--- src/source/reflet_pkg.sv ---
/*
 * Shared definitions for the peripheral block:
 * bus word size, window base address,
 * per-peripheral region sizes and offsets,
 * reported clock frequency and the interrupt source enum.
 */

package reflet_pkg;

    localparam int word_size = 16;

    localparam logic [word_size-1:0] base_addr = 16'hFF00;

    // region sizes in words
    localparam int hwi_size   = 4;
    localparam int exti_size  = 2;
    localparam int gpio_size  = 3;
    localparam int timer_size = 3;
    localparam int pwm_size   = 2;

    // each region starts where the previous one ends
    localparam int hwi_off   = 0;
    localparam int exti_off  = hwi_off + hwi_size;
    localparam int gpio_off  = exti_off + exti_size;
    localparam int timer_off = gpio_off + gpio_size;
    localparam int pwm_off   = timer_off + timer_size;

    localparam int total_size  = pwm_off + pwm_size;
    localparam int offset_bits = $clog2(total_size);

    localparam logic [31:0] clk_freq = 32'd1000000;

    // bit positions in the interrupt vector
    typedef enum logic [1:0] {
        irq_gpio  = 2'd0,
        irq_timer = 2'd1,
        irq_pwm   = 2'd2
    } irq_src_e;

    localparam int irq_count = 3;

endpackage

--- src/source/reflet_bus_if.sv ---
/*
 * One decoded access from the system bus,
 * as seen by every peripheral in the window.
 */
`timescale 1ns/1ps

interface reflet_bus_if;
    import reflet_pkg::*;

    logic                   sel;
    logic [offset_bits-1:0] offset;
    logic [word_size-1:0]   wdata;
    logic                   write_en;

    modport host (output sel, offset, wdata, write_en);

    modport periph (input sel, offset, wdata, write_en);

endinterface

--- src/source/reflet_exti.sv ---
/*
 * External interrupt controller:
 * mask register, pending register with write-one-to-clear,
 * masked interrupt lines to the cpu.
 */
`timescale 1ns/1ps

module reflet_exti (
    input  logic                             clk,
    input  logic                             reset,
    reflet_bus_if.periph                     bus,
    output logic [reflet_pkg::word_size-1:0] rdata,
    input  logic [reflet_pkg::irq_count-1:0] src_pulse,
    output logic [reflet_pkg::irq_count-1:0] cpu_int
);
    import reflet_pkg::*;

    logic                   hit;
    logic                   wr;
    logic [offset_bits-1:0] word;

    logic [irq_count-1:0] mask;
    logic [irq_count-1:0] pending;
    logic [irq_count-1:0] clear;

    assign hit  = bus.sel && bus.offset >= offset_bits'(exti_off)
                  && bus.offset < offset_bits'(exti_off + exti_size);
    assign wr   = hit && bus.write_en;
    assign word = bus.offset - offset_bits'(exti_off);

    assign clear = (wr && word == offset_bits'(1)) ? bus.wdata[irq_count-1:0] : '0;

    always_ff @(posedge clk)
    begin
        if (reset)
        begin
            mask    <= '0;
            pending <= '0;
        end
        else
        begin
            if (wr && word == offset_bits'(0))
                mask <= bus.wdata[irq_count-1:0];
            // a new pulse beats a clear on the same edge
            pending <= (pending & ~clear) | src_pulse;
        end
    end

    assign cpu_int = pending & mask;

    always_comb
    begin
        rdata = '0;
        if (hit)
        begin
            case (word)
                offset_bits'(0): rdata = word_size'(mask);
                offset_bits'(1): rdata = word_size'(pending);
                default:         rdata = '0;
            endcase
        end
    end

endmodule

--- src/source/reflet_gpio.sv ---
/*
 * General purpose I/O port:
 * two-flop input synchronizer, output register,
 * masked rising-edge interrupt pulse.
 */
`timescale 1ns/1ps

module reflet_gpio (
    input  logic                             clk,
    input  logic                             reset,
    reflet_bus_if.periph                     bus,
    output logic [reflet_pkg::word_size-1:0] rdata,
    input  logic [15:0]                      gpi,
    output logic [15:0]                      gpo,
    output logic                             interrupt
);
    import reflet_pkg::*;

    logic                   hit;
    logic                   wr;
    logic [offset_bits-1:0] word;

    logic [15:0] gpi_meta;
    logic [15:0] gpi_sync;
    logic [15:0] gpi_prev;
    logic [15:0] int_mask;

    assign hit  = bus.sel && bus.offset >= offset_bits'(gpio_off)
                  && bus.offset < offset_bits'(gpio_off + gpio_size);
    assign wr   = hit && bus.write_en;
    assign word = bus.offset - offset_bits'(gpio_off);

    always_ff @(posedge clk)
    begin
        if (reset)
        begin
            gpi_meta  <= '0;
            gpi_sync  <= '0;
            gpi_prev  <= '0;
            gpo       <= '0;
            int_mask  <= '0;
            interrupt <= 1'b0;
        end
        else
        begin
            gpi_meta <= gpi;
            gpi_sync <= gpi_meta;
            gpi_prev <= gpi_sync;
            // rise seen on synchronized bits only
            interrupt <= |(gpi_sync & ~gpi_prev & int_mask);
            if (wr && word == offset_bits'(1))
                gpo <= bus.wdata;
            if (wr && word == offset_bits'(2))
                int_mask <= bus.wdata;
        end
    end

    always_comb
    begin
        rdata = '0;
        if (hit)
        begin
            case (word)
                offset_bits'(0): rdata = gpi_sync;
                offset_bits'(1): rdata = gpo;
                offset_bits'(2): rdata = int_mask;
                default:         rdata = '0;
            endcase
        end
    end

endmodule

--- src/source/reflet_hardware_info.sv ---
/*
 * Read-only build description:
 * word size, clock frequency halves and peripheral presence map.
 */
`timescale 1ns/1ps

module reflet_hardware_info (
    reflet_bus_if.periph                      bus,
    output logic [reflet_pkg::word_size-1:0] rdata
);
    import reflet_pkg::*;

    logic                   hit;
    logic [offset_bits-1:0] word;

    assign hit  = bus.sel && bus.offset < offset_bits'(hwi_off + hwi_size);
    assign word = bus.offset - offset_bits'(hwi_off);

    always_comb
    begin
        rdata = '0;
        if (hit)
        begin
            case (word)
                offset_bits'(0): rdata = word_size[word_size-1:0];
                offset_bits'(1): rdata = clk_freq[15:0];
                offset_bits'(2): rdata = clk_freq[31:16];
                // hwi, exti, gpio, timer, pwm all present
                offset_bits'(3): rdata = {11'b0, 5'b11111};
                default:         rdata = '0;
            endcase
        end
    end

endmodule

--- src/source/reflet_peripheral.sv ---
/*
 * Peripheral block top level:
 * address window decode and offset,
 * read data OR of all peripherals,
 * hardware info, exti, gpio, timer and pwm instances.
 */
`timescale 1ns/1ps

module reflet_peripheral (
    input  logic                             clk,
    input  logic                             reset,
    input  logic                             enable,
    input  logic [reflet_pkg::word_size-1:0] addr,
    input  logic [reflet_pkg::word_size-1:0] data_in,
    output logic [reflet_pkg::word_size-1:0] data_out,
    input  logic                             write_en,
    input  logic [15:0]                      gpi,
    output logic [15:0]                      gpo,
    output logic                             pwm,
    output logic [reflet_pkg::irq_count-1:0] ext_int
);
    import reflet_pkg::*;

    logic [word_size-1:0] addr_diff;

    logic [word_size-1:0] hwi_rdata;
    logic [word_size-1:0] exti_rdata;
    logic [word_size-1:0] gpio_rdata;
    logic [word_size-1:0] timer_rdata;
    logic [word_size-1:0] pwm_rdata;

    logic gpio_int;
    logic timer_int;
    logic pwm_wrap;
    logic [irq_count-1:0] irq_pulse;

    reflet_bus_if bus ();

    // window decode
    assign addr_diff = addr - base_addr;

    assign bus.sel      = enable && addr >= base_addr && addr < base_addr + total_size;
    assign bus.offset   = addr_diff[offset_bits-1:0];
    assign bus.wdata    = data_in;
    assign bus.write_en = write_en;

    // unselected peripherals return zero
    assign data_out = hwi_rdata | exti_rdata | gpio_rdata | timer_rdata | pwm_rdata;

    assign irq_pulse[irq_gpio]  = gpio_int;
    assign irq_pulse[irq_timer] = timer_int;
    assign irq_pulse[irq_pwm]   = pwm_wrap;

    reflet_hardware_info i_hwi (
        .bus   (bus),
        .rdata (hwi_rdata)
    );

    reflet_exti i_exti (
        .clk       (clk),
        .reset     (reset),
        .bus       (bus),
        .rdata     (exti_rdata),
        .src_pulse (irq_pulse),
        .cpu_int   (ext_int)
    );

    reflet_gpio i_gpio (
        .clk       (clk),
        .reset     (reset),
        .bus       (bus),
        .rdata     (gpio_rdata),
        .gpi       (gpi),
        .gpo       (gpo),
        .interrupt (gpio_int)
    );

    reflet_timer i_timer (
        .clk       (clk),
        .reset     (reset),
        .bus       (bus),
        .rdata     (timer_rdata),
        .interrupt (timer_int)
    );

    reflet_pwm i_pwm (
        .clk   (clk),
        .reset (reset),
        .bus   (bus),
        .rdata (pwm_rdata),
        .out   (pwm),
        .wrap  (pwm_wrap)
    );

endmodule

--- src/source/reflet_pwm.sv ---
/*
 * PWM generator:
 * period and duty registers, free-running counter,
 * output compare and end-of-cycle wrap pulse.
 */
`timescale 1ns/1ps

module reflet_pwm (
    input  logic                             clk,
    input  logic                             reset,
    reflet_bus_if.periph                     bus,
    output logic [reflet_pkg::word_size-1:0] rdata,
    output logic                             out,
    output logic                             wrap
);
    import reflet_pkg::*;

    logic                   hit;
    logic                   wr;
    logic [offset_bits-1:0] word;

    logic [word_size-1:0] period;
    logic [word_size-1:0] duty;
    logic [word_size-1:0] count;

    assign hit  = bus.sel && bus.offset >= offset_bits'(pwm_off)
                  && bus.offset < offset_bits'(pwm_off + pwm_size);
    assign wr   = hit && bus.write_en;
    assign word = bus.offset - offset_bits'(pwm_off);

    always_ff @(posedge clk)
    begin
        if (reset)
        begin
            period <= '0;
            duty   <= '0;
            count  <= '0;
            wrap   <= 1'b0;
        end
        else
        begin
            if (wr && word == offset_bits'(0))
                period <= bus.wdata;
            if (wr && word == offset_bits'(1))
                duty <= bus.wdata;
            // >= also recovers when period drops below count
            wrap <= count >= period;
            if (count >= period)
                count <= '0;
            else
                count <= count + 1'b1;
        end
    end

    assign out = count < duty;

    always_comb
    begin
        rdata = '0;
        if (hit)
        begin
            case (word)
                offset_bits'(0): rdata = period;
                offset_bits'(1): rdata = duty;
                default:         rdata = '0;
            endcase
        end
    end

endmodule

--- src/source/reflet_timer.sv ---
/*
 * Interval timer:
 * run control, period register,
 * up-counter that wraps at period with a one-cycle interrupt.
 */
`timescale 1ns/1ps

module reflet_timer (
    input  logic                             clk,
    input  logic                             reset,
    reflet_bus_if.periph                     bus,
    output logic [reflet_pkg::word_size-1:0] rdata,
    output logic                             interrupt
);
    import reflet_pkg::*;

    logic                   hit;
    logic                   wr;
    logic [offset_bits-1:0] word;

    logic                 run;
    logic [word_size-1:0] period;
    logic [word_size-1:0] count;

    assign hit  = bus.sel && bus.offset >= offset_bits'(timer_off)
                  && bus.offset < offset_bits'(timer_off + timer_size);
    assign wr   = hit && bus.write_en;
    assign word = bus.offset - offset_bits'(timer_off);

    always_ff @(posedge clk)
    begin
        if (reset)
        begin
            run       <= 1'b0;
            period    <= '0;
            count     <= '0;
            interrupt <= 1'b0;
        end
        else
        begin
            interrupt <= 1'b0;
            if (wr && word == offset_bits'(1))
                period <= bus.wdata;

            // control write restarts from zero
            if (wr && word == offset_bits'(0))
            begin
                run   <= bus.wdata[0];
                count <= '0;
            end
            else if (run)
            begin
                if (count == period)
                begin
                    count     <= '0;
                    interrupt <= 1'b1;
                end
                else
                begin
                    count <= count + 1'b1;
                end
            end
        end
    end

    always_comb
    begin
        rdata = '0;
        if (hit)
        begin
            case (word)
                offset_bits'(0): rdata = word_size'(run);
                offset_bits'(1): rdata = period;
                offset_bits'(2): rdata = count;
                default:         rdata = '0;
            endcase
        end
    end

endmodule

--- config.mk ---
export PLATFORM = sky130hd
export DESIGN_NAME = reflet_peripheral
export DESIGN_NICKNAME = d
export VERILOG_FILES = /design/src/source/reflet_pkg.sv /design/src/source/reflet_bus_if.sv /design/src/source/reflet_exti.sv /design/src/source/reflet_gpio.sv /design/src/source/reflet_hardware_info.sv /design/src/source/reflet_peripheral.sv /design/src/source/reflet_pwm.sv /design/src/source/reflet_timer.sv
export SDC_FILE = /design/constraint.sdc
export NUM_CORES = 1
export LEC_CHECK = 0
export BUFFER_PORTS_ARGS = -buffer_cell sky130_fd_sc_hd__buf_2
export CORE_MARGIN = 2
export CORE_UTILIZATION = 40
export DETAILED_ROUTE_END_ITERATION = 10
export RECOVER_POWER = 100
export SYNTH_ARGS = -nofsm -noshare
export SYNTH_HDL_FRONTEND = slang
export SYNTH_SLANG_ARGS = --single-unit
--- constraint.sdc ---
create_clock -name clk -period 13.2 [get_ports clk]
set_input_delay 3.3 -clock clk [delete_from_list [all_inputs] [get_ports clk]]
set_output_delay 3.3 -clock clk [all_outputs]
set_load 0.02 [all_outputs]
# After elaboration in Yosys (flattened, before gate mapping)
# Index checks and enable logic that the tools add are counted.
# Widths: inputs -> output; s select.
# classes
n_addsub,7
mul,0
div_mod_pow,0
order_cmp,13
eq_ne,10
n_shift,0
n_mux,13
n_bitwise,12
reduce_logical,32
# op_table
operator,n
$mux 16,6
$pmux 16 s3,2
$or 16x16->16,4
$pmux 15 s4,1
$add 16x1->16 const B,2
$and 16x16->16,2
$pmux 16 s2,1
$logic_and 1x1->1,23
$eq 4x1->1 const B,5
$logic_not 4->1,5
$eq 16x16->1,1
$eq 4x2->1 const B,4
$ge 16x16->1,1
$ge 16x16->1 const B,1
$lt 16x16->1,1
$lt 16x16->1 const B,1
$not 16->16,1
$reduce_or 16->1,1
$lt 4x4->1 const B,3
$ge 4x3->1 const B,2
$ge 4x4->1 const B,2
$lt 4x3->1 const B,2
$sub 4x3->4 const B,2
$sub 4x4->4 const B,2
other kinds (10),12
# word_totals
regBits,170
latchBits,0
ram_bits,0
rom_bits,0
memories,0

# Longest topological paths before layout
# depth
ltp_word,11
depth_mapped,11
depth_no_buf,7

# Modules after synthesis
# Synthesis repeated with hierarchy kept, for this count alone.
# unflattened
hier_cells,1007
area_unflattened_um2,8582.0
# by_module_without_submodules
module,instances,cells_each,area_per_inst_um2
reflet_gpio,1,307,2981.6
reflet_pwm,1,362,2856.5
reflet_timer,1,211,1863.0
reflet_exti,1,53,491.7
reflet_peripheral,1,54,246.5
reflet_hardware_info,1,20,142.6

# Least setup slack after synthesis
# Ideal clock, no wire load.
# synth_timing
kind,in2out
from,input addr[1] (netlist bit)
to,output data_out[0] (netlist bit)
t_arrival_ns,5.786
t_required_ns,9.900
setup_slack_ns,4.114
stages,11
n_path_buf,4
path_cell_list,buf_6 inv_1 clkbuf_1 buf_1 ha_1 nor2b_1 or4b_1 nor2_1 nand2_1 clkbuf_1 o221ai_1
# synth_via
elab_chain_len,10
word_cells_on_any_way,55
# synth_rtl
element,line,rtl
from (decl),reflet_peripheral.sv:13,"input logic [reflet_pkg::word_size-1:0] addr,"
"parallel branches: the longest is 9 deep, another holds $sub 4x1->4",n/a,
$or 16x16->16 (*),reflet_peripheral.sv:48,assign data_out = hwi_rdata | exti_rdata | gpio_rdata | timer_rdata | pwm_rdata;
to (decl),reflet_peripheral.sv:15,"output logic [reflet_pkg::word_size-1:0] data_out,"
# Mark *: on every way between the ends.

# Worst setup path after layout
# layout_timing
from,input addr[0] (netlist bit)
to,output data_out[13] (netlist bit)
# layout_via
elab_chain_len,9
word_cells_on_any_way,41
# layout_rtl
element,line
"parallel branches: the longest is 8 deep, another holds $sub 4x1->4",n/a
$or 16x16->16 (*),reflet_peripheral.sv:48
# Marks and branches as above.

==> results.md <==
* Antenna Cells at 0
* Total grt overflow at 0
* Post-CTS Resized at 0
* Fillcell total at 2,040
* CTS Buf Count at 17
* Primary FF master, synth: dfxtp_1
* Top cells by count, synth: 170 x dfxtp_1, 125 x nor2_1, 124 x nand2_1, 74 x mux2i_1, 61 x a21oi_1
* Reg power frac at 49.3%
* Share of the synthesized area in the top cell type at 41.2%
* Number of failing hold endpoints at the final stage at 0
* Worst Path Max Fanout at 63
* RSZ-0062 raised after global routing: false
* Sink Count at 170
* Later-pin clock latency in the skew report at 430 ps
* CTS tree: done
* Hpwl dp at 16,500 um
* Synth area leaders: dfxtp_1 41%, mux2i_1 9.0%, nor2_1 5.7%
* Synth cell types at 57
* Crit Path Category: in2out
* TNS Setup at 0 ps
* Crit path DAT at 7970 ps
* Ports at 88
* Rows at 52
* Max-slew headroom at -125%
* DR pass1 iterations at 5
* Crit path required time at 9900 ps
* ANT nets after route at 0
* Layout cells sized above 1 at 10.5%
* Setup Viol. Count Final at 0
* Placeable Area at 20,200 sq um
* Chip width at 148 um
* Max Fclk at 88.7 MHz
* Syn-to-layout area delta at 13.3%
* Post-synthesis sequential area ratio at 41.2%
* Status: finished, violations left
* Top-count cell post-synth: dfxtp_1
* Root buffer cell: clkbuf_16
* DRC viols at 0
* Die ar. at 21,800 sq um
* Internal at 0.792 mW
* Yosys warns at 0
* Global-route wire length before repair at 35,700 um
* Netlist Area Pre-Place at 8260 sq um
* Vias in the first global route at 6,337
* Period utilization at 85.4%
* Pin count of the biggest net entering global routing at 64
* Number of flops mapped to enable cells by yosys at 0
* Post-synth top area cell: dfxtp_1
* Hold buffers post-CTS at 0
* Crit path launch type: input pin
* Final hold slack at 437 ps
* Clock skew at 10.9 ps
* Sw Ratio at 25.1%
* Power density cells at 113 nW/um^2
* Via density at 5.23
* R2R setup slack at 10,610 ps
* Port bufs at 87
* Static Leak at 3.68 nW
* Htree depth at 4
* Number of setup buffers added after CTS at 0
* Final core occ at 46.3%
* Async S/R FF share, synth at 0%
* Clk slew on worst S/H paths at 70 ps
* Slew @ Worst Pin at 3370 ps
* Nature of the critical path endpoint: output pin
* Clk buf depth at 2
* Total Wirelength at 22,600 um
* Via count at 6,828
* Clock group share of total power at 46.2%
* Total track usage at 21.1%
* Hold WC Path Type: reg2reg
* Reg2reg path depth at 5
* Combinational Power Share at 4.5%
* Synth Register Bits at 170
* Slew Viols, Final at 208
* Final #Nets at 1,111
* Fin crit period at 11,270 ps
* Initial Util at 40.8%
* Max VDD drop at 89.2 uV
* NetSw at 0.266 mW
* Initial antenna violation count at 0
* Average size of a mapped cell at 8.63 sq um
* Drt wl/cell at 17.3 um
* Hold path depth at 1
* Height of the die at 148 um
* Max_cap viols at 4
* Failing checks: max-capacitance violations, max-slew violations
* Gpl congestion at 0.891
* Cells after Synth at 957
* Net count after synthesis at 1,045
* Initial DRC Count at 560
-- power by group through the flow --
stage	sequential, mW	combinational [mW]	clock [mW]
final	0.521	0.0478	0.489
after global routing	0.522	0.0521	0.522
after CTS	0.521	0.0475	0.499
after detailed placement	0.533	0.0473	0
after global placement	0.533	0.0472	0
after floorplan	0.532	0.0272	0
-- through the flow --
stage               setup slack (ps)  instances  instance area (sq um)  power, mW
floorplan                       4110        957                   8260      0.559
global placement                3740       1274                   8860      0.581
detailed placement              3680       1274                   8860      0.581
CTS                             3690       1306                   9450       1.07
global route                    1720       1306                   9360       1.10
finish                          1930       1306                   9360       1.06
-- state kept, by name, indices dropped and copies added (netlist names) --
name	cells
i_gpio.gpi_meta	16
i_gpio.gpi_prev	16
i_gpio.gpi_sync	16
i_gpio.gpo	16
i_gpio.int_mask	16
i_pwm.count	16
i_pwm.duty	16
i_pwm.period	16
i_timer.count	16
i_timer.period	16
i_exti.mask	3
i_exti.pending	3
i_gpio.interrupt	1
i_pwm.wrap	1
i_timer.interrupt	1
i_timer.run	1
-- worst max-delay path: stages --
cell      delay [ps]
buf_2             70
clkbuf_1        2360
inv_2            510
nor3_2           910
a22oi_1          200
o221ai_1         360
buf_2            240
-- cells by family (layout without fill, tap and decap cells) --
group,Yosys count,in the layout,share of synthesized area (%)
and+or+nand+nor,388,388,22.3
buffers and inverters,89,168,4.79
AOI/OAI and AO/OA,152,152,12.2
DFF,170,170,41.2
muxes,75,75,9.10
adders and majority gates,36,36,5.45
xor gates and xnor gates,47,47,4.98
-- area by class of cell --
class                      count  area (sq um)  share of cell area [%]
clock buffer                  18           439                    4.69
clock inverter                14           148                    1.58
inverter                      39           146                    1.56
multi-input combinational    698          4440                    47.4
sequential                   170          3400                    36.4
tap                          270           338                    3.61
timing repair buffer          97           449                    4.80
-- routing by layer --
metal / global-route usage (%) / part of all wire (%) / vias up
li1: - / - / 3410
met1: 29.8 / 48 / 3183
met2: 32.2 / 44 / 208
met3: 4.63 / 6.0 / 27
met4: 6.68 / 1.8 / 0
met5: 0 / 0 / -
-- worst paths after layout --
check | startpoint | endpoint
worst max register to register | i_timer.count[2] | i_timer.count[9]
worst min-delay path | i_gpio.gpi_meta[11] | i_gpio.gpi_sync[11]
worst max-delay path | addr[0] | data_out[13]
worst min register to register | i_gpio.gpi_meta[11] | i_gpio.gpi_sync[11]
-- cell usage in the layout (no fill, tap or decap), types with 5 or more instances in the layout --
cell         n
mux2i_1     74
and3_1       5
ha_1        36
clkbuf_16   17
o221ai_2     7
dfxtp_1    170
nor2b_1     51
a22oi_1     14
a21oi_1     61
xor2_1      30
o22ai_1      8
buf_2       56
nand3_1     17
nand2b_1     5
nand4_1     18
nor2_1     125
nor4_1      13
o21ai_0     30
nor3_1       6
clkbuf_1    37
inv_6        5
xnor2_1     17
inv_1       38
nand2_1    124
and4_1       6
No activity file was read; power rests on OpenSTA's default activity.
